## src/include/tcdm_xbar_cfg.svh

```systemverilog
/*
  crossbar sizing, shared by the package and all RTL
  bank count and bank depth must be powers of two, at least two cores
*/
`ifndef TCDM_XBAR_CFG_SVH
`define TCDM_XBAR_CFG_SVH

// request ports
`define TCDM_N_CORES 4

// memory banks, word interleaved
`define TCDM_N_BANKS 4

// word and byte address widths
`define TCDM_DATA_W 32
`define TCDM_ADDR_W 16

// words per bank
`define TCDM_BANK_DEPTH 64

`endif

```

## src/tcdm_xbar_pkg.sv

```systemverilog
/*
  types shared by the crossbar, its banks and the configuration block
  widths follow the macros in the cfg header
*/
`include "tcdm_xbar_cfg.svh"

package tcdm_xbar_pkg;

  typedef logic [`TCDM_DATA_W-1:0]                data_t;
  typedef logic [`TCDM_ADDR_W-1:0]                addr_t;
  typedef logic [`TCDM_DATA_W/8-1:0]              be_t;
  typedef logic [$clog2(`TCDM_N_CORES)-1:0]       core_idx_t;
  typedef logic [$clog2(`TCDM_N_BANKS)-1:0]       bank_idx_t;
  typedef logic [$clog2(`TCDM_BANK_DEPTH)-1:0]    row_t;
  typedef logic [15:0]                            cnt_t;

  // core 0 has the highest priority in fixed mode
  typedef enum logic {
    ARB_ROUND_ROBIN = 1'b0,
    ARB_FIXED_PRIO  = 1'b1
  } arb_policy_e;

  // request payload from a core, held stable until gnt
  typedef struct packed {
    logic  wen;    // 1 = write
    addr_t addr;
    data_t wdata;
    be_t   be;
  } core_req_t;

  typedef struct packed {
    logic  r_valid;
    data_t r_data; // zero on write responses
  } core_resp_t;

  // granted request as seen by one bank
  typedef struct packed {
    logic  req;
    logic  wen;
    row_t  row;
    data_t wdata;
    be_t   be;
  } bank_req_t;

endpackage

```

## src/tcdm_resp_router.sv

```systemverilog
/*
  response path, one cycle behind the grant
  each core wins at most one bank per cycle, so bank results are ORed per core
*/
`timescale 1ns/1ps
`include "tcdm_xbar_cfg.svh"

module tcdm_resp_router import tcdm_xbar_pkg::*; (
  input  logic                           clk_i,
  input  logic                           rst_ni,
  input  logic       [`TCDM_N_BANKS-1:0] bank_req_i,
  input  logic       [`TCDM_N_BANKS-1:0] bank_wen_i,
  input  core_idx_t  [`TCDM_N_BANKS-1:0] winner_i,
  input  data_t      [`TCDM_N_BANKS-1:0] bank_rdata_i,
  output core_resp_t [`TCDM_N_CORES-1:0] core_resp_o
);

  localparam int unsigned N_BANKS = `TCDM_N_BANKS;
  localparam int unsigned N_CORES = `TCDM_N_CORES;

  logic      [N_BANKS-1:0] valid_q;
  logic      [N_BANKS-1:0] read_q;
  core_idx_t [N_BANKS-1:0] winner_q;

  always_ff @(posedge clk_i or negedge rst_ni) begin
    if (!rst_ni) begin
      valid_q <= '0;
    end else begin
      valid_q <= bank_req_i;
    end
  end

  // owner and access type of last cycle's bank access
  always_ff @(posedge clk_i) begin
    winner_q <= winner_i;
    read_q   <= ~bank_wen_i;
  end

  always_comb begin
    for (int c = 0; c < N_CORES; c++) begin
      core_resp_o[c] = '0;
      for (int b = 0; b < N_BANKS; b++) begin
        if (valid_q[b] && winner_q[b] == core_idx_t'(c)) begin
          core_resp_o[c].r_valid = 1'b1;
          if (read_q[b]) begin
            core_resp_o[c].r_data = core_resp_o[c].r_data | bank_rdata_i[b];
          end
        end
      end
    end
  end

endmodule

```

## config.mk

```make
export PLATFORM = sky130hd
export DESIGN_NAME = tcdm_resp_router
export DESIGN_NICKNAME = d
export VERILOG_FILES = /design/src/tcdm_xbar_pkg.sv /design/src/tcdm_resp_router.sv
export VERILOG_INCLUDE_DIRS = /design/src /design/src/include
export SDC_FILE = /design/constraint.sdc
export NUM_CORES = 1
export LEC_CHECK = 0
export BUFFER_PORTS_ARGS = -buffer_cell sky130_fd_sc_hd__buf_2
export CAP_MARGIN = 30
export CORE_MARGIN = 2
export CORE_UTILIZATION = 30
export CTS_BUF_LIST = sky130_fd_sc_hd__clkbuf_4 sky130_fd_sc_hd__clkbuf_8
export DETAILED_ROUTE_END_ITERATION = 10
export GPL_ROUTABILITY_DRIVEN = 0
export PLACE_DENSITY = 0.72
export SKIP_LAST_GASP = 1
export SYNTH_ARGS = -nofsm -noshare
export SYNTH_HDL_FRONTEND = slang
export SYNTH_SLANG_ARGS = --single-unit
```

## constraint.sdc

```tcl
create_clock -name clk_i -period 1.4 [get_ports clk_i]
set_clock_uncertainty 0.15 [all_clocks]
set_input_delay 0.28 -clock clk_i [delete_from_list [all_inputs] [get_ports clk_i]]
set_output_delay 0.28 -clock clk_i [all_outputs]
set_load 0.01 [all_outputs]
```

* Yosys cells after proc, flatten, opt, wreduce, memory -nomap -nowiden
Index checks and enable logic that the tools add are counted.
Word-level totals: memories 0, RAM bits 0, input port bits 146, latch bits 0, logic and storage cells 80, memory bits (read-only) 0, flip-flop bits (word level) 16
Cells by class: eq/ne operators 12, reductions and logical operators 20, $add $sub $neg 0, order comparisons 0, divide/modulo/power cells 0, shifts and indexed selects 0, bitwise gates (word level) 13, multipliers 0, multiplexer cells 29
Operators by type and width (number):
- 33-bit two-way mux | 16
- 32-bit two-way mux | 13
- 32-bit bitwise OR | 12
- 2-bit equality test, second input constant | 8
- 1-bit logical AND | 16
- 2-bit by 1-bit equality test with 1-bit output, second input constant | 4
- 2-bit logical NOT | 4
- 4-bit NOT | 1

* Logic depth before layout (Yosys ltp)
depth in word-level cells 12, gate-level depth with buffers 6, depth with buffers taken out 3

* Worst setup path after synthesis
Ideal clock, no wire load.
path kind reg2out, start point register winner_q[3] (netlist bit), end point output port core_resp_o[10] (netlist bit), slack -0.218 ns, required time 0.970 ns, stages on the path, launching flop included 5, arrival time 1.188 ns, path through dfxtp_1 or2_2 clkbuf_1 buf_1 o211ai_1
RTL lines:
- start: declaration | line tcdm_resp_router.sv:23 | core_idx_t [N_BANKS-1:0] winner_q;
- start signal: assignment | line tcdm_resp_router.sv:35 | winner_q <= winner_i;
- end: declaration | line tcdm_resp_router.sv:15 | output core_resp_t [`TCDM_N_CORES-1:0] core_resp_o

==> impl_metrics.json <==
{
  "syn_area_per_cell_um2": 6.53,
  "met3_wirelength_um": 1940,
  "wirelength_um": 20500,
  "min_path_type": "primary input to flop",
  "end_kind": "primary output",
  "synth_top_area_share_pct": 26.2,
  "route.layer.met1.wl_um": 7790,
  "critPathMaxFanout": 8,
  "yosysMostFrequentCell": "nand2_1",
  "worst_setup_path_start_kind": "flop",
  "synth_top_cell_by_area": "a22oi_1",
  "failed_checks": "setup timing",
  "die_y_um": 113,
  "power_density_nw_per_um2": 388,
  "p_sw_uw": 1170,
  "synthArstFlopShare_pct": 25.0,
  "detailed_place_hpwl_um": 13600,
  "tightest_slew_ps": 463,
  "crit_arrival_ps": 1630,
  "wl_per_cell_um": 20.9,
  "start_util_pct": 31.0,
  "synth_mux_area_share_pct": 0,
  "yosys.area_share.simple_pct": 23.3,
  "synth_top_family_by_area": "compound AO/OA/AOI/OAI gates",
  "netlist_instances": 544,
  "cap_violations": 0,
  "synth_xor_xnor_area_share_pct": 0,
  "synthesis.area_um2": 3550,
  "ios": 278,
  "p_leak_uw": 0.00271,
  "final-hold-violation-count": 0,
  "clock-sinks": 16,
  "syn_to_final_growth_pct": 90.6,
  "root_buffer": "clkbuf_8",
  "die_w_um": 113,
  "fp.dieArea_um2": 12700,
  "rsz0062_at_grt": "yes",
  "viasPerCell": 6.20,
  "path_class": "flop to primary output",
  "synth_compound_area_share_pct": 56.3,
  "layout_setup_ws_ps": -661,
  "clkTransAtPathRegs_ps": 70,
  "track_usage_pct": 27.9,
  "status": "finished with violations",
  "ys_top_cells_by_area": "a22oi_1, o211ai_1, nand2_1",
  "drcViolationCount": 0,
  "seq_power_share_pct": 19.6,
  "htree_num_levels": 1,
  "antenna_found_initial": 0,
  "cell_internal_pwr_uw": 1460,
  "final.min_clock_period_ps": 2060,
  "clkPwrFrac_pct": 13.6,
  "place.port_buffers": 277,
  "drive_gt1_share_pct": 60.7,
  "grt_max_degree": 32,
  "relSlewSlack_pct": 69.1,
  "synth_nets": 690,
  "ys.flop_type": "dfxtp_1",
  "fin_nets": 985,
  "slew_viol_final": 0,
  "tns_ps": -78090,
  "utilization_pct": 59.0,
  "clockBufferDepth": 2,
  "synth_fa_ha_area_share_pct": 0,
  "drt-pass1-iter-count": 5,
  "combPwrFrac_pct": 66.8,
  "fin_crit_sh_pct": 147,
  "synth_seq_cells": 16,
  "ys_seq_area_share_pct": 9.58,
  "fmax_ghz": 0.485,
  "vias": 6075,
  "grt_pass1_vias": 5752,
  "numCtsBuffers": 3,
  "setup_viol": 132,
  "top_layer_used": "met4",
  "ir_drop_uv": 575,
  "met2WireLength_um": 10200,
  "grt_overflow": 0,
  "critical_path_required_ps": 970,
  "cts_tree": "yes",
  "core_um2": 11500,
  "netSwitchingFraction_pct": 44.5,
  "ys_warn_count": 0,
  "ys_types": 28,
  "antenna_left": 0,
  "grt_pass1_wl_um": 29500,
  "drt-initial-drc-count": 742,
  "synth_top_cells_by_count": "nand2_1, a22oi_1, o211ai_1, buf_2, clkbuf_1",
  "rows": 39,
  "diodes": 0,
  "synth-edff-count": 0
}
==> critical path, stage by stage (launching register included) <==
cell	delay [ps]
dfrtp_2	440
and4b_4	280
clkbuf_16	190
a22oi_1	180
o211ai_1	130
buf_2	160
==> state kept, by name, indices dropped and copies added (netlist names) <==
| register | cells |
|---|---|
| read_q | 4 |
| valid_q | 4 |
| winner_q | 8 |
==> worst paths after layout <==
kind / from / endpoint / slack (ps) / cells after the start
min in group asynchronous: rst_ni / valid_q[0]$_DFF_PN0_ / 230 / 2
setup / recovery: valid_q[3]$_DFF_PN0_ / core_resp_o[38] / -660 / 5
hold / removal: bank_wen_i[2] / read_q[2]$_DFF_P_ / 5 / 2
max in group asynchronous: rst_ni / valid_q[3]$_DFF_PN0_ / 720 / 2
==> per-layer routing <==
| layer | vias up | track usage [%] |
|---|---|---|
| met3 | 60 | 2.95 |
| li1 | 2727 | - |
| met2 | 417 | 49.6 |
| met1 | 2871 | 35.8 |
| met5 | - | 0 |
| met4 | 0 | 7.72 |
==> power by group through the flow <==
stage	Sequential, uW	Combinational (uW)	Clock (uW)
floorplan	510	711	0
global placement	516	1480	0
detailed placement	517	1490	0
CTS	511	1600	354
global route	519	1860	386
finish	515	1750	356
==> layout make-up <==
type / instances / area [um^2]
Clock buffer: 3 / 41.3
Fill cell: 1022 / 4700
Inverter: 8 / 30.0
Multi-Input combinational cell: 454 / 3650
Sequential cell: 16 / 355
Tap cell: 143 / 179
Timing Repair Buffer: 356 / 2510
==> cell families after synthesis <==
logic type	count (synthesis)
AOI/OAI and AO/OA	264
and+or+nand+nor	190
buffers and inverters	74
DFF	16
==> what timing repair did <==
item,in CTS,in global routing
hold buffers,12,0
cloned,1,9
setup endpoints to repair,132,132
pin swaps,9,104
buffers inserted,2,2
resized for setup,42,80
endpoints found under the hold margin,15,0
==> placed cells by master (no fill, tap or decap), drive strengths merged, types with 4 or more instances in the layout <==
master / Yosys / final
dlygate4sd3: 0 / 12
inv: 8 / 8
clkbuf: 19 / 11
dfxtp: 12 / 12
nand2b: 4 / 4
o221ai: 6 / 6
o211ai: 124 / 124
and4b: 6 / 6
dfrtp: 4 / 4
a22oi: 124 / 124
buf: 47 / 336
nand2: 161 / 161
==> metrics by stage <==
stage	worst slack (ps)	area, um^2	power, uW	hold slack [ps]	std cells
after floorplan	-203	4130	1220	-166	544
after global placement	-371	5820	2000	-50.8	952
after detailed placement	-367	5820	2010	-47.9	952
after CTS	-621	6200	2460	8.93	970
after global routing	-713	6770	2770	11.7	980
final	-661	6770	2620	5.44	980
No activity file was read; power rests on OpenSTA's default activity.
