## config.mk

```make
export PLATFORM = sky130hd
export DESIGN_NAME = tcdm_xbar_ctrl_regs
export DESIGN_NICKNAME = d
export VERILOG_FILES = /design/src/tcdm_xbar_pkg.sv /design/src/tcdm_xbar_ctrl_regs.sv
export VERILOG_INCLUDE_DIRS = /design/src /design/src/include
export SDC_FILE = /design/constraint.sdc
export NUM_CORES = 1
export LEC_CHECK = 0
export BUFFER_PORTS_ARGS = -buffer_cell sky130_fd_sc_hd__clkbuf_2
export CAP_MARGIN = 20
export CORE_ASPECT_RATIO = 1.1
export CORE_UTILIZATION = 43
export CTS_BUF_LIST = sky130_fd_sc_hd__clkbuf_4 sky130_fd_sc_hd__clkbuf_8 sky130_fd_sc_hd__clkbuf_16
export DETAILED_ROUTE_END_ITERATION = 6
export GPL_ROUTABILITY_DRIVEN = 1
export MAX_ROUTING_LAYER = met4
export PLACE_DENSITY = 0.79
export SYNTH_ARGS = -nofsm -noshare
export SYNTH_HDL_FRONTEND = slang
export SYNTH_SLANG_ARGS = --single-unit
```

## constraint.sdc

```tcl
create_clock -name clk_i -period 2.8 [get_ports clk_i]
set_input_delay 0.28 -clock clk_i [delete_from_list [all_inputs] [get_ports clk_i]]
set_output_delay 0.28 -clock clk_i [all_outputs]
set_load 0.03 [all_outputs]
```

## src/include/tcdm_xbar_cfg.svh

```systemverilog
/*
  crossbar sizing, shared by the package and all RTL
  bank count and bank depth must be powers of two, at least two cores
*/
`ifndef TCDM_XBAR_CFG_SVH
`define TCDM_XBAR_CFG_SVH

// request ports
`define TCDM_N_CORES 4

// memory banks, word interleaved
`define TCDM_N_BANKS 4

// word and byte address widths
`define TCDM_DATA_W 32
`define TCDM_ADDR_W 16

// words per bank
`define TCDM_BANK_DEPTH 64

`endif

```

## src/tcdm_xbar_pkg.sv

```systemverilog
/*
  types shared by the crossbar, its banks and the configuration block
  widths follow the macros in the cfg header
*/
`include "tcdm_xbar_cfg.svh"

package tcdm_xbar_pkg;

  typedef logic [`TCDM_DATA_W-1:0]                data_t;
  typedef logic [`TCDM_ADDR_W-1:0]                addr_t;
  typedef logic [`TCDM_DATA_W/8-1:0]              be_t;
  typedef logic [$clog2(`TCDM_N_CORES)-1:0]       core_idx_t;
  typedef logic [$clog2(`TCDM_N_BANKS)-1:0]       bank_idx_t;
  typedef logic [$clog2(`TCDM_BANK_DEPTH)-1:0]    row_t;
  typedef logic [15:0]                            cnt_t;

  // core 0 has the highest priority in fixed mode
  typedef enum logic {
    ARB_ROUND_ROBIN = 1'b0,
    ARB_FIXED_PRIO  = 1'b1
  } arb_policy_e;

  // request payload from a core, held stable until gnt
  typedef struct packed {
    logic  wen;    // 1 = write
    addr_t addr;
    data_t wdata;
    be_t   be;
  } core_req_t;

  typedef struct packed {
    logic  r_valid;
    data_t r_data; // zero on write responses
  } core_resp_t;

  // granted request as seen by one bank
  typedef struct packed {
    logic  req;
    logic  wen;
    row_t  row;
    data_t wdata;
    be_t   be;
  } bank_req_t;

endpackage

```

## src/tcdm_xbar_ctrl_regs.sv

```systemverilog
/*
  policy register at address 0, conflict counter at address 1
  a write to address 1 clears the counter, it saturates at all ones
*/
`timescale 1ns/1ps
`include "tcdm_xbar_cfg.svh"

module tcdm_xbar_ctrl_regs import tcdm_xbar_pkg::*; (
  input  logic                       clk_i,
  input  logic                       rst_ni,
  input  logic                       cfg_we_i,
  input  logic                       cfg_addr_i,
  input  data_t                      cfg_wdata_i,
  output data_t                      cfg_rdata_o,
  input  logic [`TCDM_N_CORES-1:0]   core_req_i,
  input  logic [`TCDM_N_CORES-1:0]   core_gnt_i,
  output arb_policy_e                policy_o
);

  localparam int unsigned WAIT_W = $clog2(`TCDM_N_CORES + 1);
  localparam int unsigned SUM_W  = $bits(cnt_t) + 1;

  typedef logic [WAIT_W-1:0] wait_t;
  typedef logic [SUM_W-1:0]  sum_t;

  arb_policy_e policy_q;
  cnt_t        cnt_q;
  wait_t       n_wait;
  sum_t        cnt_sum;

  // cores stalled this cycle
  always_comb begin
    n_wait = '0;
    for (int i = 0; i < `TCDM_N_CORES; i++) begin
      n_wait = n_wait + wait_t'(core_req_i[i] & ~core_gnt_i[i]);
    end
  end

  assign cnt_sum = {1'b0, cnt_q} + sum_t'(n_wait);

  always_ff @(posedge clk_i or negedge rst_ni) begin
    if (!rst_ni) begin
      policy_q <= ARB_ROUND_ROBIN;
      cnt_q    <= '0;
    end else begin
      if (cfg_we_i && !cfg_addr_i) policy_q <= arb_policy_e'(cfg_wdata_i[0]);
      if (cfg_we_i && cfg_addr_i) begin
        cnt_q <= '0; // clear wins over this cycle's conflicts
      end else begin
        cnt_q <= cnt_sum[SUM_W-1] ? '1 : cnt_sum[SUM_W-2:0];
      end
    end
  end

  assign cfg_rdata_o = cfg_addr_i ? data_t'(cnt_q) : data_t'(policy_q);
  assign policy_o    = policy_q;

endmodule

```

== Yosys cells after proc, flatten, opt, wreduce, memory -nomap -nowiden ==
Index checks and enable logic that the tools add are counted.
Operators by class
  $add $sub $neg: 4
  multiply operators: 0
  divide/modulo/power cells: 0
  order comparisons: 0
  equal/unequal tests: 0
  shift operators: 0
  mux-type cells: 3
  bitwise gates (word level): 8
  reductions and logical operators: 3
Operators by type and width (count)
  16-bit two-way mux: 3
  16-bit by 3-bit adder with 17-bit output: 1
  1-bit by 3-bit bitwise AND with 3-bit output: 4
  1-bit NOT with 3-bit output: 4
  3-bit adder: 3
  1-bit logical AND: 2
  1-bit zero test: 1
Storage, ports and cells
  register bits: 17
  latch bits: 0
  memory bits (writable): 0
  bits in read-only memories: 0
  output and inout bits: 33
  memories kept: 0

== Logic depth before layout (Yosys ltp) ==
Gate-level depths: netlist of the first run.
  word-level depth: 8
  depth in mapped cells: 12
  mapped depth without buffers: 11

== Worst setup path after synthesis of the first run ==
OpenSTA, ideal clock, no wires.
  path kind: input to register
  from: in core_gnt_i[0]
  to: reg cnt_q[14]
  setup time: 120 ps
  arrival time: 2918 ps
  data required time: 2680 ps
  setup slack: -238 ps
  stages on the path: 11
  cell sequence: nand2b_1 > fa_1 > inv_1 > ha_1 > ha_1 > inv_1 > fa_1 > and2b_2 > o211ai_4 > or4b_1 > o211a_1
On the way
  word-level cells in the longest chain between the ends: 8
Ends and longest elaborated chain
  start: declaration: RTL line tcdm_xbar_ctrl_regs.sv:16  | input logic [`TCDM_N_CORES-1:0] core_gnt_i,
  1-bit NOT with 3-bit output: RTL line tcdm_xbar_ctrl_regs.sv:35  | n_wait = n_wait + wait_t'(core_req_i[i] & ~core_gnt_i[i]);
  1-bit by 3-bit bitwise AND with 3-bit output: RTL line tcdm_xbar_ctrl_regs.sv:35
  3-bit adder (3 in a row): RTL line tcdm_xbar_ctrl_regs.sv:35
  16-bit by 3-bit adder with 17-bit output: RTL line tcdm_xbar_ctrl_regs.sv:39  | assign cnt_sum = {1'b0, cnt_q} + sum_t'(n_wait);
  16-bit two-way mux: RTL line tcdm_xbar_ctrl_regs.sv:50  | cnt_q <= cnt_sum[SUM_W-1] ? '1 : cnt_sum[SUM_W-2:0];
  16-bit two-way mux: RTL line tcdm_xbar_ctrl_regs.sv:47  | if (cfg_we_i && cfg_addr_i) begin
  end signal: assignment: RTL line tcdm_xbar_ctrl_regs.sv:50
  end: declaration: RTL line tcdm_xbar_ctrl_regs.sv:27  | cnt_t cnt_q;
Every way passes these cells.
A chain may end at the register's enable or synchronous reset.

== Worst setup path in the final report of the first run ==
  from: in core_gnt_i[3]
  to: reg cnt_q[14]
On the way
  word-level cells in the longest chain between the ends: 6
Ends and longest elaborated chain (RTL line)
  1-bit NOT with 3-bit output: tcdm_xbar_ctrl_regs.sv:35
  1-bit by 3-bit bitwise AND with 3-bit output: tcdm_xbar_ctrl_regs.sv:35
  3-bit adder: tcdm_xbar_ctrl_regs.sv:35
  16-bit by 3-bit adder with 17-bit output: tcdm_xbar_ctrl_regs.sv:39
  16-bit two-way mux: tcdm_xbar_ctrl_regs.sv:50
  16-bit two-way mux: tcdm_xbar_ctrl_regs.sv:47
Every way passes these cells.

==> flow_metrics.env, run 1 <==
export IMPL_status="completed"
export IMPL_ys_ff_latch=17
export IMPL_multiInputGateArea_um2=814.5
export IMPL_nNetsFinal=235
export IMPL_antenna_found_initial=0
export IMPL_vias=1137
export IMPL_die_x_um=54.60
export IMPL_synth_cell_types=45
export IMPL_maxSlewViolCount=0
export IMPL_cp_slowest_cell="fa_1"
export IMPL_drt_iter0_drc=22
export IMPL_syn_to_final_growth_pct=21.80
export IMPL_grt_first_pass_wirelength_mm=4.629
export IMPL_hold_viol=0
export IMPL_drc=0
export IMPL_grt_pass1_vias=1047
export IMPL_dp_slack_ns=-0.2515
export IMPL_synth_yosys_seq_area_share=0.3250
export IMPL_initial_core_util=0.4628
export IMPL_async_reset_ff_frac=1.000
export IMPL_dieArea_um2=3268
export IMPL_post_dp_hpwl_mm=2.234
export IMPL_synth_largest_area_cell="dfrtp_1"
export IMPL_drt_vias_per_instance=5.264
export IMPL_h_tree_depth=1
export IMPL_dr_pass1_iters=4
export IMPL_setup_slack_ns=0.07028
export IMPL_p_leak_nw=0.7756
export IMPL_fin_crit_sh=0.9749
export IMPL_wl_per_cell_um=13.33
export IMPL_yosys_warnings=0
export IMPL_cp_max_fo=6
export IMPL_cts_inserted_buffers=3
export IMPL_powerDensity_nw_per_um2=484.7
export IMPL_layout_common_cells="clkbuf_2, dfrtp_1, conb_1"
export IMPL_critPathArrivalTime_ns=2.93
export IMPL_mostFrequentLayoutCell="clkbuf_2"
export IMPL_setup_viol=0
export IMPL_drv_cap=0
export IMPL_root_buffer="clkbuf_4"
export IMPL_timing_rr_end="cnt_q[14]$_DFF_PN0_"
export IMPL_synthCells=142
export IMPL_cp_end_kind="register"
export IMPL_synth_edf_count=0
export IMPL_die_h_um=59.86
export IMPL_num_io_pins=77
export IMPL_rrSetupSlack_ns=0.71
export IMPL_synth_top_area_share=0.3250
export IMPL_ant_nets=0
export IMPL_slowest_delay_ns=0.56
export IMPL_min_period_ns=2.730
export IMPL_clock_sinks=17
export IMPL_layout_drive_gt1_share=0.3388
export IMPL_min_path_type="in -> reg"
export IMPL_grt_use_total=0.2013
export IMPL_portBuffers=29
export IMPL_gr_total_overflow=0
export IMPL_fillers=250
export IMPL_synthTopCellsByArea="dfrtp_1, buf_4, and2_1"
export IMPL_clock_fmax_ghz=0.3663
export IMPL_critPathCapture="cnt_q[14]$_DFF_PN0_"
export IMPL_core_area_um2=2828
export IMPL_slew_limit_headroom=0.5133
export IMPL_synth_area_per_cell_um2=9.217
export IMPL_regArea_um2=425.4
export IMPL_cp_start_kind="input port"
export IMPL_r2r_start="cnt_q[0]$_DFF_PN0_"
export IMPL_fp_row_count=20
export IMPL_synthFlopType="dfrtp_1"
export IMPL_place_gp_congestion=0.8656
export IMPL_startpoint="core_gnt_i[3]"
export IMPL_grt_max_degree=20
export IMPL_crit_type="in -> reg"
export IMPL_antenna_diode_count=0
export IMPL_cts_buffer_depth=2
export IMPL_crit_required_ns=3.00
export IMPL_routed_wl_mm=2.880
export IMPL_clock_skew_ns=0.007650
export IMPL_syn_cell_area_um2=1309
export IMPL_worstSkewPairLatency_ns=0.29
export IMPL_vdd_drop_max_mv=0.3906
export IMPL_cts_tree="built"
export IMPL_path_cells="clkbuf_2 > nand2b_4 > fa_1 > inv_2 > ha_4 > ha_4 > inv_2 > fa_2 > and2b_2 > o211ai_4 > or4b_1 > o211a_1"
export IMPL_tns_ns=0
export IMPL_worst_slew_pin_transition_ns=0.7297
export IMPL_worst_r2r_cell_count=7
export IMPL_path_clk_slew_ns=0.10
-- sequential cells by signal, indices dropped and copies added, names as in the netlist --
name,cells
cnt_q,16
policy_o,1
-- synthesized netlist by cell type, drive strengths merged (2+ instances only) --
library cell,number
and4,2
nor2b,2
nand4,2
and3,2
ha,5
o21ai,4
a211oi,2
a21oi,11
nand2,4
dfrtp,17
nand2b,4
inv,10
o211a,2
nor2,3
o211ai,2
xor2,3
nor4,2
clkbuf,2
nand3,4
mux2,2
nor3,2
buf,17
and2,16
fa,2
a31oi,2
o2111ai,2
xnor2,4
-- per-layer routing --
metal | wire, µm | vias up | track usage
met3 | 150 | 6 | 0.02290
li1 | - | 553 | -
met4 | 39 | 0 | 0.06593
met5 | 0 | - | -
met1 | 1156 | 534 | 0.2300
met2 | 1533 | 44 | 0.3546
-- how the worst min path moves through the flow --
stage | start | endpoint | slack [ns] | cells after the start
floorplan | rst_ni | cnt_q[0]$_DFF_PN0_ | -0.02 | 0
global placement | rst_ni | cnt_q[10]$_DFF_PN0_ | 0.23 | 1
detailed placement | rst_ni | cnt_q[10]$_DFF_PN0_ | 0.24 | 1
CTS | cfg_wdata_i[0] | policy_o$_DFFE_PN0P_ | 0.21 | 2
global route | cfg_wdata_i[0] | policy_o$_DFFE_PN0P_ | 0.21 | 2
finish | cfg_wdata_i[0] | policy_o$_DFFE_PN0P_ | 0.21 | 2
-- worst max-delay path: cells and delay by family --
family | cells | cell delay [ns]
simple gates | 3 | 0.92
compound gates | 2 | 0.25
fa+ha+maj | 4 | 1.31
buf+inv | 3 | 0.16
-- area by class of cell --
class / instances / area share
repair buffers: 42 / 0.1538
well taps: 33 / 0.02590
multi-input cells: 110 / 0.5110
inverters: 10 / 0.02355
clock buffers: 4 / 0.01884
flip-flops and latches: 17 / 0.2669
-- kinds of logic (layout without fill, tap and decap cells) --
group / count (synthesis) / after routing / share of synthesized area
flip-flops: 17 / 17 / 0.3250
AND/OR/NAND/NOR: 48 / 48 / 0.2256
AO/OA/AOI/OAI: 29 / 29 / 0.1587
other: 1 / 16 / 0.002865
multiplexers: 3 / 3 / 0.02486
buffers and inverters: 30 / 56 / 0.1377
adder cells (fa/ha/maj): 7 / 7 / 0.07840
XOR/XNOR: 7 / 7 / 0.04685
-- where the power goes --
part / internal [mW] / total, mW / switching [mW]
clock network: 0.0652 / 0.142 / 0.0772
registers: 0.274 / 0.310 / 0.0360
logic: 0.134 / 0.320 / 0.186
-- stage by stage --
| stage | cell area, µm² | instances | hold slack [ns] | utilization | total power, mW |
|---|---|---|---|---|---|
| after CTS | 1587 | 215 | 0.2077 | 0.5611 | 0.7775 |
| after floorplan | 1420 | 157 | -0.01559 | - | 0.5433 |
| after global routing | 1594 | 216 | 0.2120 | 0.5637 | 0.8334 |
| after detailed placement | 1546 | 210 | 0.2375 | 0.5469 | 0.6331 |
| after global placement | 1546 | 210 | 0.2278 | 0.5469 | 0.6178 |
| final | 1594 | 216 | 0.2083 | 0.5637 | 0.7727 |
-- what timing repair did --
item,in CTS,in global routing
gates resized for setup,0,0
endpoints found under the hold margin,17,0
buffers inserted,0,1
endpoints found under the setup margin,0,1
hold buffers,1,0
Note: power is estimated with default switching activity, not from simulation.
==> inputs of run 2 (changes only) <==
==> constraint.sdc (replaced) <==
create_clock -name clk_i -period 2.93 [get_ports clk_i]
set_input_delay 0.293 -clock clk_i [delete_from_list [all_inputs] [get_ports clk_i]]
set_output_delay 0.293 -clock clk_i [all_outputs]
set_load 0.03 [all_outputs]
==> flow_metrics.env, run 2 (synthesis results as in run 1) <==
export IMPL_layout_common_cells="clkbuf_2, dfrtp_1, conb_1"
export IMPL_worstSkewPairLatency_ns=0.30
export IMPL_min_period_ns=2.810
export IMPL_wl_per_cell_um=12.59
export IMPL_post_dp_hpwl_mm=2.068
export IMPL_antenna_diode_count=0
export IMPL_cp_slowest_cell="fa_1"
export IMPL_cp_end_kind="register"
export IMPL_grt_pass1_vias=1070
export IMPL_dieArea_um2=3268
export IMPL_die_h_um=59.86
export IMPL_p_seq_frac=0.410
export IMPL_place_gp_congestion=0.7942
export IMPL_grt_first_pass_wirelength_mm=4.567
export IMPL_path_clk_slew_ns=0.10
export IMPL_gr_total_overflow=0
export IMPL_crit_family="adder cells"
export IMPL_drv_cap=0
export IMPL_clock_sinks=17
export IMPL_maxSlewViolCount=0
export IMPL_initial_core_util=0.4628
export IMPL_setup_viol=0
export IMPL_crit_type="in -> reg"
export IMPL_dp_slack_ns=-0.2238
export IMPL_critPathBufInv=3
export IMPL_setup_slack_ns=0.1195
export IMPL_dr_pass1_iters=4
export IMPL_syn_to_final_growth_pct=17.78
export IMPL_switching_share=0.3815
export IMPL_core_area_um2=2828
export IMPL_cts_inserted_buffers=3
export IMPL_p_clk_frac=0.194
export IMPL_top_register="cnt_q"
export IMPL_nNetsFinal=235
export IMPL_drc=0
export IMPL_clock_skew_ns=0.002064
export IMPL_cp_max_fo=6
export IMPL_cts_tree="built"
export IMPL_vdd_drop_max_mv=0.2552
export IMPL_antenna_found_initial=0
export IMPL_vias=1122
export IMPL_cts_buffer_depth=2
export IMPL_fillers=262
export IMPL_min_path_type="in -> reg"
export IMPL_clock_fmax_ghz=0.3558
export IMPL_num_io_pins=77
export IMPL_slew_limit_headroom=0.5238
export IMPL_grt_use_total=0.2005
export IMPL_p_leak_nw=0.7689
export IMPL_layout_drive_gt1_share=0.2951
export IMPL_cp_start_kind="input port"
export IMPL_rsz0062_at_grt="no"
export IMPL_fin_crit_sh=0.9592
export IMPL_drt_iter0_drc=24
export IMPL_mostFrequentLayoutCell="clkbuf_2"
export IMPL_pwr_share_comb=0.397
export IMPL_worst_slew_pin_transition_ns=0.7139
export IMPL_portBuffers=29
export IMPL_ant_nets=0
export IMPL_p_switching_mw=0.2710
export IMPL_status="completed"
export IMPL_dpl_cell_count=211
export IMPL_die_x_um=54.60
export IMPL_path_cells="clkbuf_2 > nand2b_1 > fa_1 > inv_1 > ha_1 > ha_1 > inv_1 > fa_2 > and2b_2 > o211ai_4 > or4b_1 > o211a_1"
export IMPL_critPathArrivalTime_ns=3.01
export IMPL_intPower_mw=0.4392
export IMPL_slowest_delay_ns=0.55
export IMPL_fp_row_count=20
export IMPL_largest_register_ffs=16
export IMPL_crit_required_ns=3.13
export IMPL_h_tree_depth=1
export IMPL_root_buffer="clkbuf_4"
export IMPL_grt_max_degree=20
export IMPL_routed_wl_mm=2.719
export IMPL_powerDensity_nw_per_um2=460.7
export IMPL_drt_vias_per_instance=5.194
export IMPL_hold_viol=0
export IMPL_post_cts_setup_buffers=0
export IMPL_final_cells=216
[run 2: final cells by class]
type	count	area, µm²	area share
clock buffer	4	30.03	0.01948
sequential	17	425.4	0.2760
tap	33	41.29	0.02679
multi-input combinational	110	762.0	0.4943
timing repair buffer	42	245.2	0.1591
inverter	10	37.54	0.02435
[run 2: worst reg2reg max path, delay by kind of cell, from the launching register on]
family | cells | cell delay, ns
flops | 1 | 0.36
fa+ha+maj | 2 | 0.53
simple gates | 2 | 0.78
buf+inv | 1 | 0.07
compound gates | 2 | 0.24
[run 2: power by group through the flow]
stage	clock [mW]	combinational (mW)	sequential [mW]
after floorplan	0	0.207	0.292
after global placement	0	0.274	0.296
after detailed placement	0	0.280	0.296
after CTS	0.147	0.285	0.291
after global routing	0.153	0.318	0.297
final	0.138	0.282	0.291
[run 2: final timing paths]
| path | end | depth (start not counted) | slack (ns) | startpoint |
|---|---|---|---|---|
| max reg2reg | cnt_q[14]$_DFF_PN0_ | 7 | 0.85 | cnt_q[0]$_DFF_PN0_ |
| min | policy_o$_DFFE_PN0P_ | 2 | 0.22 | cfg_wdata_i[0] |
| max | cnt_q[14]$_DFF_PN0_ | 12 | 0.12 | core_gnt_i[0] |
| min in group asynchronous | cnt_q[10]$_DFF_PN0_ | 2 | 0.46 | rst_ni |
| min reg2reg | policy_o$_DFFE_PN0P_ | 1 | 0.54 | policy_o$_DFFE_PN0P_ |
| max in group asynchronous | cnt_q[2]$_DFF_PN0_ | 2 | 2.17 | rst_ni |
[run 2: per-layer routing]
metal / track usage / vias to the layer above / wire length [µm]
li1: - / 549 / -
met2: 0.3339 / 34 / 1437
met4: 0.08425 / 0 / 40
met1: 0.2373 / 535 / 1125
met5: - / - / 0
met3: 0.02545 / 4 / 115
[run 2: through the flow]
stage	TNS (ns)	power, mW	hold slack (ns)	cell area, µm²	util
global route	0	0.7677	0.2145	1541	0.5451
finish	0	0.7102	0.2199	1541	0.5451
global placement	-0.3672	0.5697	0.2437	1501	0.5310
detailed placement	-1.324	0.5761	0.2529	1501	0.5310
CTS	0	0.7226	0.2067	1541	0.5451
floorplan	0	0.4997	-0.002591	1368	-
[run 2: what timing repair did]
action / 4_1_cts / 5_1_grt
resized for setup: 0 / 0
hold buffers: 1 / 0
endpoints found under the hold margin: 17 / 0
