**config.mk**
```make
export PLATFORM = sky130hd
export DESIGN_NAME = tcdm_bank_arbiter
export DESIGN_NICKNAME = d
export VERILOG_FILES = /design/src/tcdm_xbar_pkg.sv /design/src/tcdm_bank_arbiter.sv
export VERILOG_INCLUDE_DIRS = /design/src /design/src/include
export SDC_FILE = /design/constraint.sdc
export NUM_CORES = 1
export LEC_CHECK = 0
export BUFFER_PORTS_ARGS = -buffer_cell sky130_fd_sc_hd__buf_2
export CORE_AREA = 2 2 104 106
export CTS_BUF_LIST = sky130_fd_sc_hd__clkbuf_4
export DETAILED_ROUTE_END_ITERATION = 8
export DIE_AREA = 0 0 106 108
export PLACE_DENSITY_LB_ADDON = 0.1
export SLEW_MARGIN = 20
export SYNTH_ARGS = -nofsm -noshare
export SYNTH_HDL_FRONTEND = slang
export SYNTH_SLANG_ARGS = --single-unit
```
**constraint.sdc**
```tcl
create_clock -name clk_i -period 3.7 [get_ports clk_i]
set_clock_uncertainty 0.2 [all_clocks]
set_input_delay 0.74 -clock clk_i [delete_from_list [all_inputs] [get_ports clk_i]]
set_output_delay 0.74 -clock clk_i [all_outputs]
set_load 0.1 [all_outputs]
```
**src/include/tcdm_xbar_cfg.svh**
```systemverilog
/*
  crossbar sizing, shared by the package and all RTL
  bank count and bank depth must be powers of two, at least two cores
*/
`ifndef TCDM_XBAR_CFG_SVH
`define TCDM_XBAR_CFG_SVH

// request ports
`define TCDM_N_CORES 4

// memory banks, word interleaved
`define TCDM_N_BANKS 4

// word and byte address widths
`define TCDM_DATA_W 32
`define TCDM_ADDR_W 16

// words per bank
`define TCDM_BANK_DEPTH 64

`endif

```
**src/tcdm_xbar_pkg.sv**
```systemverilog
/*
  types shared by the crossbar, its banks and the configuration block
  widths follow the macros in the cfg header
*/
`include "tcdm_xbar_cfg.svh"

package tcdm_xbar_pkg;

  typedef logic [`TCDM_DATA_W-1:0]                data_t;
  typedef logic [`TCDM_ADDR_W-1:0]                addr_t;
  typedef logic [`TCDM_DATA_W/8-1:0]              be_t;
  typedef logic [$clog2(`TCDM_N_CORES)-1:0]       core_idx_t;
  typedef logic [$clog2(`TCDM_N_BANKS)-1:0]       bank_idx_t;
  typedef logic [$clog2(`TCDM_BANK_DEPTH)-1:0]    row_t;
  typedef logic [15:0]                            cnt_t;

  // core 0 has the highest priority in fixed mode
  typedef enum logic {
    ARB_ROUND_ROBIN = 1'b0,
    ARB_FIXED_PRIO  = 1'b1
  } arb_policy_e;

  // request payload from a core, held stable until gnt
  typedef struct packed {
    logic  wen;    // 1 = write
    addr_t addr;
    data_t wdata;
    be_t   be;
  } core_req_t;

  typedef struct packed {
    logic  r_valid;
    data_t r_data; // zero on write responses
  } core_resp_t;

  // granted request as seen by one bank
  typedef struct packed {
    logic  req;
    logic  wen;
    row_t  row;
    data_t wdata;
    be_t   be;
  } bank_req_t;

endpackage

```
**src/tcdm_bank_arbiter.sv**
```systemverilog
/*
  arbiter and request mux for one bank, fully combinational grant
  bank select sits just above the byte offset, row bits above that
  the round-robin pointer also advances while fixed priority is active
*/
`timescale 1ns/1ps
`include "tcdm_xbar_cfg.svh"

module tcdm_bank_arbiter import tcdm_xbar_pkg::*; #(
  parameter int unsigned BANK_IDX = 0
) (
  input  logic                         clk_i,
  input  logic                         rst_ni,
  input  arb_policy_e                  policy_i,
  input  logic      [`TCDM_N_CORES-1:0] core_req_i,
  input  core_req_t [`TCDM_N_CORES-1:0] core_data_i,
  output logic      [`TCDM_N_CORES-1:0] gnt_o,
  output bank_req_t                    bank_o,
  output core_idx_t                    winner_o
);

  localparam int unsigned N_CORES  = `TCDM_N_CORES;
  localparam int unsigned BANK_LSB = $clog2(`TCDM_DATA_W / 8);
  localparam int unsigned BANK_W   = $bits(bank_idx_t);
  localparam int unsigned ROW_LSB  = BANK_LSB + BANK_W;
  localparam int unsigned ROW_W    = $bits(row_t);

  logic [N_CORES-1:0] match;
  logic               found;
  core_idx_t          winner;
  core_idx_t          rr_ptr_q;
  core_req_t          sel;

  // requests aimed at this bank
  always_comb begin
    for (int i = 0; i < N_CORES; i++) begin
      match[i] = core_req_i[i] &&
                 (core_data_i[i].addr[BANK_LSB +: BANK_W] == bank_idx_t'(BANK_IDX));
    end
  end

  // first match in search order, which starts at 0 or at the pointer
  always_comb begin : pick
    int unsigned cand;
    found  = 1'b0;
    winner = '0;
    for (int k = 0; k < N_CORES; k++) begin
      if (policy_i == ARB_FIXED_PRIO) begin
        cand = k;
      end else begin
        cand = (int'(rr_ptr_q) + k) % N_CORES;
      end
      if (!found && match[cand]) begin
        found  = 1'b1;
        winner = core_idx_t'(cand);
      end
    end
  end

  always_comb begin
    gnt_o = '0;
    if (found) gnt_o[winner] = 1'b1;
  end

  // pointer moves to the core after the winner
  always_ff @(posedge clk_i or negedge rst_ni) begin
    if (!rst_ni) begin
      rr_ptr_q <= '0;
    end else if (found) begin
      if (int'(winner) == N_CORES - 1) begin
        rr_ptr_q <= '0;
      end else begin
        rr_ptr_q <= winner + 1'b1;
      end
    end
  end

  assign sel = core_data_i[winner];

  always_comb begin
    bank_o.req   = found;
    bank_o.wen   = sel.wen;
    bank_o.row   = sel.addr[ROW_LSB +: ROW_W]; // high bits above the row ignored
    bank_o.wdata = sel.wdata;
    bank_o.be    = sel.be;
  end

  assign winner_o = winner;

endmodule

```
# --- Word level (Yosys, flattened, before mapping) ---
# Cells that the tools add are included.
totals:
  reg_bits: 2
  input_bits: 219
  wordCells: 53
op_classes:
  add_sub_neg: 4
  order_cmp: 6
  n_eq_ne: 1
  mux: 26
  reduce_logical: 15
op_table:
  columns: ["op", "n"]
  rows:
  - ["less-than comparator 32 x 3 -> 1 bit, second input constant", 4]
  - ["binary-select mux 53 bit (select 2 bit)", 1]
  - ["two-way mux 53 bit", 1]
  - ["two-way mux 2 bit", 9]
  - ["two-way mux 1 bit", 9]
  - ["binary-select mux 1 bit (select 2 bit)", 4]
  - ["logical AND 1 bit", 8]
  - ["zero test 2 bit", 4]
  - ["adder 2 x 1 -> 2 bit, second input constant", 2]
  - ["adder 2 bit, second input constant", 2]
  - ["two-way mux 4 bit", 1]
  - ["zero test 1 bit", 3]
  - ["less-than comparator 2 x 3 -> 1 bit, second input constant", 1]
  - ["demux 1 bit (select 2 bit)", 1]
  - ["equality test 2 bit, second input constant", 1]
  - [">= comparator 2 x 1 -> 1 bit, second input constant", 1]

# --- Longest topological paths before layout ---
# Gate-level depths: netlist (run 1).
depth:
  ltp_word: 19
  depth_mapped: 12

# --- Worst setup path after synthesis (run 1) ---
# No wires, ideal clock.
synth_timing:
  path_type: "input port to output port"
  from: "in policy_i"
  to: "out gnt_o[2]"
  arrival_time_ns: 5.344
  required_ns: 2.760
  setup_slack_ns: -2.584
  stages: 10
  path_buffers: 4
  path_cell_list: "nand2b_1 -> buf_6 -> mux4_2 -> or2_1 -> buf_4 -> buf_6 -> buf_6 -> o21ai_1 -> ha_1 -> nor2b_1"
synth_via:
  elab_chain_len: 18
  word_cells_on_any_way: 32
  classes_between: "order compare: 2; mux: 23; reduce/logical: 7"
synth_lines:
  columns: ["element", "line_no", "rtl"]
  rows:
  - ["start: declaration", "tcdm_bank_arbiter.sv:14", "input arb_policy_e policy_i,"]
  - ["two-way mux 2 bit", "tcdm_bank_arbiter.sv:48", "if (policy_i == ARB_FIXED_PRIO) begin"]
  - ["binary-select mux 1 bit (select 2 bit)", "tcdm_bank_arbiter.sv:53", "if (!found && match[cand]) begin"]
  - ["two-way mux 1 bit (implied by the code)", "tcdm_bank_arbiter.sv:53", null]
  - ["two-way mux 1 bit", "tcdm_bank_arbiter.sv:53", null]
  - ["zero test 1 bit", "tcdm_bank_arbiter.sv:53", null]
  - ["logical AND 1 bit", "tcdm_bank_arbiter.sv:53", null]
  - ["two-way mux 1 bit", "tcdm_bank_arbiter.sv:53", null]
  - ["zero test 1 bit", "tcdm_bank_arbiter.sv:53", null]
  - ["(+3 left out)", null, null]
  - ["logical AND 1 bit", "tcdm_bank_arbiter.sv:53", null]
  - ["two-way mux 2 bit (*)", "tcdm_bank_arbiter.sv:53", null]
  - ["net winner_o[1]", "tcdm_bank_arbiter.sv:19", "output core_idx_t winner_o"]
  - ["less-than comparator 2 x 3 -> 1 bit (implied by the code) / >= comparator 2 x 1 -> 1 bit (equally long branches)", "tcdm_bank_arbiter.sv:62", "if (found) gnt_o[winner] = 1'b1;"]
  - ["logical AND 1 bit (implied by the code)", "tcdm_bank_arbiter.sv:62", null]
  - ["two-way mux 1 bit (implied by the code)", "tcdm_bank_arbiter.sv:62", null]
  - ["demux 1 bit (select 2 bit) (*)", "tcdm_bank_arbiter.sv:62", null]
  - ["two-way mux 4 bit (*)", "tcdm_bank_arbiter.sv:62", null]
  - ["end: declaration", "tcdm_bank_arbiter.sv:17", "output logic [`TCDM_N_CORES-1:0] gnt_o,"]
# The timed path passes the listed nets; every way through them passes the cells marked *. The select of a mux whose other input is x is not followed.

==> results of run 1 <==
-- path summary, 6_finish.rpt --
check	from	slack, ps	to	depth (start not counted)
worst max-delay path	core_data_i[145]	-110	bank_o[0]	10
worst min-delay path	rst_ni	90	rr_ptr_q[1]$_DFFE_PN0P_	1
worst max register to register	rr_ptr_q[0]$_DFFE_PN0P_	830	rr_ptr_q[1]$_DFFE_PN0P_	10
worst min register to register	rr_ptr_q[1]$_DFFE_PN0P_	460	rr_ptr_q[1]$_DFFE_PN0P_	2
max in group asynchronous	rst_ni	3110	rr_ptr_q[0]$_DFFE_PN0P_	1
min in group clk_i	rr_ptr_q[1]$_DFFE_PN0P_	460	rr_ptr_q[1]$_DFFE_PN0P_	2
-- metal layers --
layer	vias to the layer above	track usage [%]	share of wire (%)
li1	2374	-	-
met4	0	8.36	2.7
met5	-	0	0
met1	2412	29.3	39
met2	195	48.2	53
met3	33	1.63	4.6
-- per-stage QoR --
step | worst slack, ps | hold WS [ps] | cells | power [uW] | cell area (um^2)
finish | -113 | 93.4 | 913 | 5350 | 6710
global route | -171 | 92.2 | 913 | 5530 | 6710
CTS | -113 | 87.3 | 904 | 5240 | 6440
detailed placement | -250 | 330 | 883 | 4450 | 5640
global placement | -202 | 328 | 883 | 4410 | 5640
floorplan | -764 | 244 | 504 | 3260 | 3540
-- repair_timing --
item / CTS / global route
endpoints found under the hold margin: 0 / 0
gates cloned: 8 / 2
pin swaps: 4 / 3
setup buffers: 10 / 8
resized for setup: 129 / 35
endpoints found under the setup margin: 48 / 48
-- logic make-up after synthesis --
logic type | Yosys count | share of synthesized area, %
simple gates | 287 | 34.8
compound gates | 104 | 35.2
buf+inv | 58 | 9.67
mux | 48 | 17.0
fa+ha+maj | 4 | 1.52
flops | 2 | 1.52
xor+xnor | 1 | 0.266
-- where the power goes --
group	switching (uW)	internal, uW	total, uW
Sequential	18.7	33.5	52.1
Combinational	3060	2190	5250
Clock	13.2	35.8	49.0
-- worst max-delay path, stage by stage --
cell and delay (ps):
buf_8 100, or3b_4 400, or3_4 370, a22oi_2 170
a21oi_2 70, o2bb2ai_4 190, buf_12 180, buf_4 140
mux2_4 320, buf_12 170
-- layout make-up --
class | instances | area [um^2]
fill | 892 | 3520
multi-input combinational | 444 | 3370
antenna | 2 | 5.00
sequential | 2 | 50.0
timing repair buffer | 322 | 3080
inverter | 4 | 18.8
clock buffer | 3 | 22.5
tap | 136 | 170
-- cells in the final DEF, fill, tap and decap left out, drive strengths merged, types with 2 or more instances in the layout --
| cell type | instances |
|---|---|
| mux2 | 44 |
| dfrtp | 2 |
| o221ai | 87 |
| o22ai | 2 |
| nand2b | 2 |
| mux4 | 2 |
| or3b | 4 |
| nor3b | 4 |
| o21ai | 4 |
| nor2b | 5 |
| mux2i | 2 |
| buf | 320 |
| nor2 | 3 |
| inv | 3 |
| nor3 | 2 |
| a21boi | 2 |
| nand2 | 263 |
| ha | 4 |
| diode | 2 |
| clkbuf | 5 |
==> results.yml, run 1 <==
sta:
  slew-limit-headroom_pct: 77.7
  fin_setup_tns_ps: -3670
  fin_crit_ps: 3810
  hold_violations: 0
  fmax_ghz: 0.262
  rsz0062_at_grt: "yes"
  finalSetupViolations: 46
  fin_crit_sh_pct: 103
  slew_violations: 0
  setup_ws_ps: -113
  tightest_slew_ps: 331
yosys:
  netlist_top_cells_area: "nand2_1 30%, o221ai_2 18%, mux2_2 15%, o221ai_1 12%, buf_6 3.4%"
  netlist_area_um2: 3300
  ys_seq_elements: 2
  synth_edf_count: 0
  ys.flop_type: "dfrtp_1"
  synth_largest_area_cell: "nand2_1"
  yosysSeqAreaShare_pct: 1.52
  yosys_warnings: 0
  syn_avg_cell_area_um2: 6.54
  netlist-cell-type-count: 41
  async_reset_ff_share_pct: 100
  syn-num-nets: 727
  synth_top_area_share_pct: 29.9
  synth_most_common_cell: "nand2_1"
  synthCells: 504
  synthTopCellsByCount: "263 x nand2_1, 47 x o221ai_1, 43 x mux2_2, 40 x o221ai_2, 27 x clkbuf_1"
power:
  p_per_area_nw_per_um2: 797
  peakVddDrop_mv: 0.627
  power.leakage_uw: 0.00308
placement:
  post-dp-hpwl_um: 10800
  portBuffers: 236
  routabilityCongestion: 0.840
layout:
  reg_top3: "rr_ptr_q x2"
  largest_reg_flops: 2
  top_register: "rr_ptr_q"
  syn_to_final_growth_pct: 104
  utilization_pct: 65.6
  layout-drive-gt1-share_pct: 58.7
  nNetsFinal: 1000
clocking:
  cts_buffers: 3
  cts_tree: "built"
  root_buffer: "clkbuf_4"
  ctsHtreeMaxLevel: 1
  postCtsHoldBufs: 0
  clk_latency_ps: 230
  clock-sinks: 2
  clk_path_buf_depth: 2
  clkTransAtPathRegs_ps: 30
detailed_routing:
  via_count: 5014
  initialDrtViolationCount: 272
  wl_um: 15400
  drc: 0
  drtPass1Iterations: 5
  wl_per_cell_um: 16.8
  ant_nets: 0
  vias_per_cell: 5.49
run_status:
  violations: "negative setup slack"
  status: "complete, but fails checks"
global_route:
  overflow: 0
  grt_max_degree: 36
  globalRouteTotalUtil_pct: 25.0
  grt_first_pass_wirelength_um: 23700
  antenna_found_initial: 2
  grt_pass1_vias: 5109
floorplan:
  fp.dieH_um: 108
  rows: 37
  ios: 269
  dieWidth_um: 106
  start_util_pct: 32.2
  core-area_um2: 10200
  die_area_um2: 11400
flow_run:
  max_cap_viol_count: 0
worst_setup_path:
  worst_setup_path_start_kind: "primary input"
  crit_path_max_fanout: 11
  cp-end-kind: "output pin"
  required_ps: 2760
  crit_arrival_ps: 2870
  path_class: "primary input to output pin"
worst_hold_path:
  hp-class: "primary input to asynchronous set/reset pin"
(Power assumes the default switching activity.)
==> run 2: changes to the inputs <==
--- a/config.mk
+++ b/config.mk
@@ -11,2 +11,3 @@
 export CTS_BUF_LIST = sky130_fd_sc_hd__clkbuf_4
+export CTS_CLUSTER_DIAMETER = 60
 export DETAILED_ROUTE_END_ITERATION = 8
==> constraint.sdc (replaced) <==
create_clock -name clk_i -period 3.7 [get_ports clk_i]
set_clock_uncertainty 0.2 [all_clocks]
set_input_delay 0.37 -clock clk_i [delete_from_list [all_inputs] [get_ports clk_i]]
set_output_delay 0.37 -clock clk_i [all_outputs]
set_load 0.1 [all_outputs]
==> results.yml, run 2 (synthesis results as in run 1) <==
power:
  clock_power_share_pct: 1.2
  p_comb_share_pct: 97.5
  internal-power_uw: 1480
  power.switching_uw: 2840
  p_per_area_nw_per_um2: 821
  power.leakage_uw: 0.00233
  peakVddDrop_mv: 0.529
  swShare_pct: 65.7
  power.total_uw: 4320
  p_seq_share_pct: 1.3
worst_setup_path:
  r2r_setup_slack_ps: 740
  crit_path_max_fanout: 25
  r2r_cells: 7
  cp_num_buf_inv: 2
  crit_arrival_ps: 2930
  worst_setup_path_start_kind: "flip-flop"
  cp_top_family: "buffers and inverters"
  reg2reg_from: "rr_ptr_q[1]$_DFFE_PN0P_"
  path_class: "flip-flop to output pin"
  required_ps: 3130
  critPathSlowestCell: "dfrtp_1"
  cpPeakStageDelay_ps: 460
  r2r-end: "rr_ptr_q[1]$_DFFE_PN0P_"
  worstPathCellList: "xnor2_1 > nor2_4 > mux4_2 > or2_4 > buf_12 > o221ai_1 > mux2_2 > buf_2"
  cp-end-kind: "output pin"
floorplan:
  start_util_pct: 32.2
  fp.dieH_um: 108
  ios: 269
  dieWidth_um: 106
  die_area_um2: 11400
  rows: 37
  core-area_um2: 10200
sta:
  fin_crit_ps: 3500
  slew_violations: 0
  hold_violations: 0
  finalSetupViolations: 0
  slew-limit-headroom_pct: 53.7
  fmax_ghz: 0.285
  setup_ws_ps: 197
  rsz0062_at_grt: "no"
  tightest_slew_ps: 692
  hold-worst-slack_ps: 261
  fin_crit_sh_pct: 94.7
detailed_routing:
  ant_nets: 0
  drtPass1Iterations: 5
  initialDrtViolationCount: 349
  via_count: 4596
  drc: 0
  vias_per_cell: 5.41
  wl_per_cell_um: 15.7
  wl_um: 13400
clocking:
  ctsHtreeMaxLevel: 1
  clkTransAtPathRegs_ps: 30
  clk_path_buf_depth: 2
  root_buffer: "clkbuf_4"
  clock-sinks: 2
  clk_latency_ps: 230
  cts_buffers: 3
  post-cts-setup-buffers: 0
  cts_tree: "built"
worst_hold_path:
  hp-class: "primary input to asynchronous set/reset pin"
global_route:
  grt_pass1_vias: 4585
  overflow: 0
  antenna_found_initial: 0
  globalRouteTotalUtil_pct: 22.3
  grt_max_degree: 88
  grt_first_pass_wirelength_um: 21500
layout:
  largest_reg_flops: 2
  antenna_cells: 0
  final_area_um2: 5270
  nNetsFinal: 938
  layout-drive-gt1-share_pct: 50.8
  reg_top3: "rr_ptr_q x2"
  top_register: "rr_ptr_q"
  syn_to_final_growth_pct: 59.6
  final_cell_mix: "263 x nand2_1, 201 x buf_2, 47 x o221ai_1, 43 x mux2_2, 42 x buf_12"
  layout_commonest_cell: "nand2_1"
placement:
  routabilityCongestion: 0.825
  post-dp-hpwl_um: 10300
  portBuffers: 236
  post-place-ws_ps: 294
  placed_cell_area_um2: 5220
run_status:
  status: "completed"
flow_run:
  max_cap_viol_count: 0
-- run 2: stage by stage --
stage               instances  setup TNS, ps  utilization, %
floorplan                 504           -238               -
global placement          845              0            51.0
detailed placement        845              0            51.0
CTS                       849              0            51.4
global route              849              0            51.5
finish                    849              0            51.5
-- run 2: layout make-up --
cell class,instances,area (um^2)
tap,136,170
fill,1034,4970
timing repair buffer,260,1980
clock buffer,3,22.5
multi-input combinational,444,3030
sequential,2,50.0
inverter,4,15.0
-- run 2: what timing repair did --
item | CTS | global route
hold endpoints to repair | 2 | 0
resized for setup | 0 | 3
setup endpoints to repair | 0 | 12
hold buffers | 1 | 0
-- run 2: worst max path at each step --
stage / cells past startpoint / endpoint / slack [ps] / start
floorplan: 11 / gnt_o[2] / -120 / rr_ptr_q[1]$_DFFE_PN0P_
global route: 8 / bank_o[17] / 30 / rr_ptr_q[1]$_DFFE_PN0P_
CTS: 8 / bank_o[17] / 50 / rr_ptr_q[1]$_DFFE_PN0P_
finish: 8 / bank_o[5] / 200 / rr_ptr_q[1]$_DFFE_PN0P_
detailed placement: 9 / bank_o[17] / 290 / core_data_i[145]
global placement: 9 / bank_o[17] / 320 / core_data_i[145]
-- run 2: layer usage --
| layer | routed length (um) | vias to the layer above | global-route usage, % | part of all wire [%] |
|---|---|---|---|---|
| met4 | 215 | 0 | 5.26 | 1.6 |
| met3 | 1060 | 20 | 4.16 | 8.0 |
| met5 | 0 | - | 0 | 0 |
| met2 | 6670 | 201 | 41.0 | 50 |
| li1 | - | 2232 | - | - |
| met1 | 5420 | 2143 | 26.8 | 41 |
-- run 2: power by group through the flow --
stage               logic (uW)  registers, uW  clock network (uW)
floorplan                 2990           42.5                   0
finish                    4210           57.7                50.1
global route              4390           60.7                52.6
global placement          4190           55.5                   0
detailed placement        4220           56.5                   0
CTS                       4230           56.4                51.5
==> run 3: changes to the inputs <==
PLACE_DENSITY = 0.68   (was not set)
PLACE_DENSITY_LB_ADDON = not set   (was 0.1)
==> results.yml, run 3 (synthesis results as in run 1) <==
global_route:
  antenna_found_initial: 0
  globalRouteTotalUtil_pct: 21.2
  overflow: 0
  grt_pass1_vias: 4599
  grt.met2_usage_pct: 39.8
  grtUsageMet1_pct: 24.1
  use_met3_pct: 4.28
  grt_first_pass_wirelength_um: 20600
  grt_busiest_layer: "met2"
  grt_max_degree: 88
flow_run:
  max_cap_viol_count: 0
sta:
  tightest_slew_ps: 761
  hold_violations: 0
  slew_violations: 0
  slew-limit-headroom_pct: 49.1
  finalSetupViolations: 0
  fin_crit_sh_pct: 97.2
  setup_ws_ps: 105
  fin_crit_ps: 3600
  fmax_ghz: 0.278
layout:
  largest_reg_flops: 2
  final_area_um2: 5210
  layout_commonest_cell: "nand2_1"
  syn_to_final_growth_pct: 57.9
  antenna_cells: 0
  final_cell_mix: "263 x nand2_1, 202 x buf_2, 47 x o221ai_1, 43 x mux2_2"
  reg_top3: "rr_ptr_q x2"
  multi_input_area_um2: 3030
  seq_area_um2: 50.0
  nNetsFinal: 934
  top_register: "rr_ptr_q"
  layout-drive-gt1-share_pct: 50.5
  fillCellCount: 1006
run_status:
  status: "completed"
detailed_routing:
  wl_um: 12700
  ant_nets: 0
  vias_per_cell: 5.51
  drtPass1Iterations: 7
  via_count: 4656
  initialDrtViolationCount: 428
  wl_per_cell_um: 15.1
  drc: 0
power:
  power.total_uw: 4270
  power.leakage_uw: 0.00230
  peakVddDrop_mv: 0.574
  p_per_area_nw_per_um2: 820
worst_setup_path:
  crit_path_max_fanout: 38
  required_ps: 3130
  cp-end-kind: "output pin"
  cp-startpoint: "rr_ptr_q[1]$_DFFE_PN0P_"
  r2r_cells: 9
  worstPathCellList: "xnor2_1 > nor2_4 > mux4_2 > or2_4 > buf_12 > o221ai_1 > mux2_2 > buf_2"
  r2r-end: "rr_ptr_q[1]$_DFFE_PN0P_"
  reg2reg_from: "rr_ptr_q[1]$_DFFE_PN0P_"
  crit_arrival_ps: 3030
  r2r_setup_slack_ps: 660
  worst_setup_path_start_kind: "flip-flop"
  path_class: "flip-flop to output pin"
  critPathSlowestCell: "dfrtp_1"
  cpPeakStageDelay_ps: 460
floorplan:
  die_area_um2: 11400
  start_util_pct: 32.2
  fp.dieH_um: 108
  rows: 37
  dieWidth_um: 106
  ios: 269
  core-area_um2: 10200
placement:
  portBuffers: 236
  post-dp-hpwl_um: 9600
  post-place-ws_ps: 266
  placed_cell_area_um2: 5150
  routabilityCongestion: 0.877
clocking:
  cts_tree: "built"
  cts_buffers: 3
  clk_latency_ps: 230
  clkTransAtPathRegs_ps: 30
  root_buffer: "clkbuf_4"
  clk_path_buf_depth: 2
  ctsHtreeMaxLevel: 1
  clock-sinks: 2
worst_hold_path:
  hp-class: "primary input to asynchronous set/reset pin"
run 3: cell count changes in the layout (fill, tap and decap cells not counted), sizes merged:
cell	before	now
buf	257	252
clkbuf	5	6
run 3: worst max-delay path: cells and delay by family (launching register included):
family | cells | cell delay [ps]
buffers and inverters | 2 | 640
multiplexers | 2 | 550
AND/OR/NAND/NOR | 2 | 500
flip-flops | 1 | 460
XOR/XNOR | 1 | 420
AO/OA/AOI/OAI | 1 | 210
run 3: timing repair:
item	in CTS	in global routing
endpoints found under the hold margin	2	0
buffers inserted	0	2
resized for setup	0	4
hold buffers	1	0
setup endpoints to repair	0	23
run 3: power by group:
| part | leakage [uW] | internal [uW] | switching [uW] |
|---|---|---|---|
| Combinational | 0.00227 | 1380 | 2790 |
| Sequential | 0.0000241 | 33.4 | 25.6 |
| Clock | 0.0000138 | 35.9 | 14.0 |
run 3: cell type report:
class / instances / share of cell area [%]
clock buffer: 3 / 0.432
inverter: 4 / 0.288
multi-input combinational: 444 / 58.2
sequential: 2 / 0.961
tap: 136 / 3.27
timing repair buffer: 256 / 36.9
run 3: how the worst max path moves through the flow:
stage / end / slack (ps) / cells after the start
5_1_grt: gnt_o[3] / -6 / 10
4_1_cts: bank_o[17] / 10 / 8
3_5_place_dp: gnt_o[3] / 270 / 11
2_1_floorplan: gnt_o[2] / -120 / 11
6_report: bank_o[36] / 100 / 8
3_3_place_gp: bank_o[17] / 300 / 8
run 3: through the flow:
| step | TNS, ps | utilization (%) | instances | hold slack, ps |
|---|---|---|---|---|
| final | 0 | 50.9 | 845 | 264 |
| after global routing | -14.7 | 50.9 | 845 | 276 |
| after CTS | 0 | 50.6 | 843 | 259 |
| after detailed placement | 0 | 50.3 | 839 | -41.0 |
| after global placement | 0 | 50.3 | 839 | -40.6 |
| after floorplan | -238 | - | 504 | -126 |
run 3: routing by layer:
metal | up-vias | wire, um | share of wire [%]
li1 | 2235 | - | -
met1 | 2162 | 4830 | 38
met2 | 236 | 6570 | 52
met3 | 23 | 1130 | 8.9
met4 | 0 | 188 | 1.5
met5 | - | 0 | 0
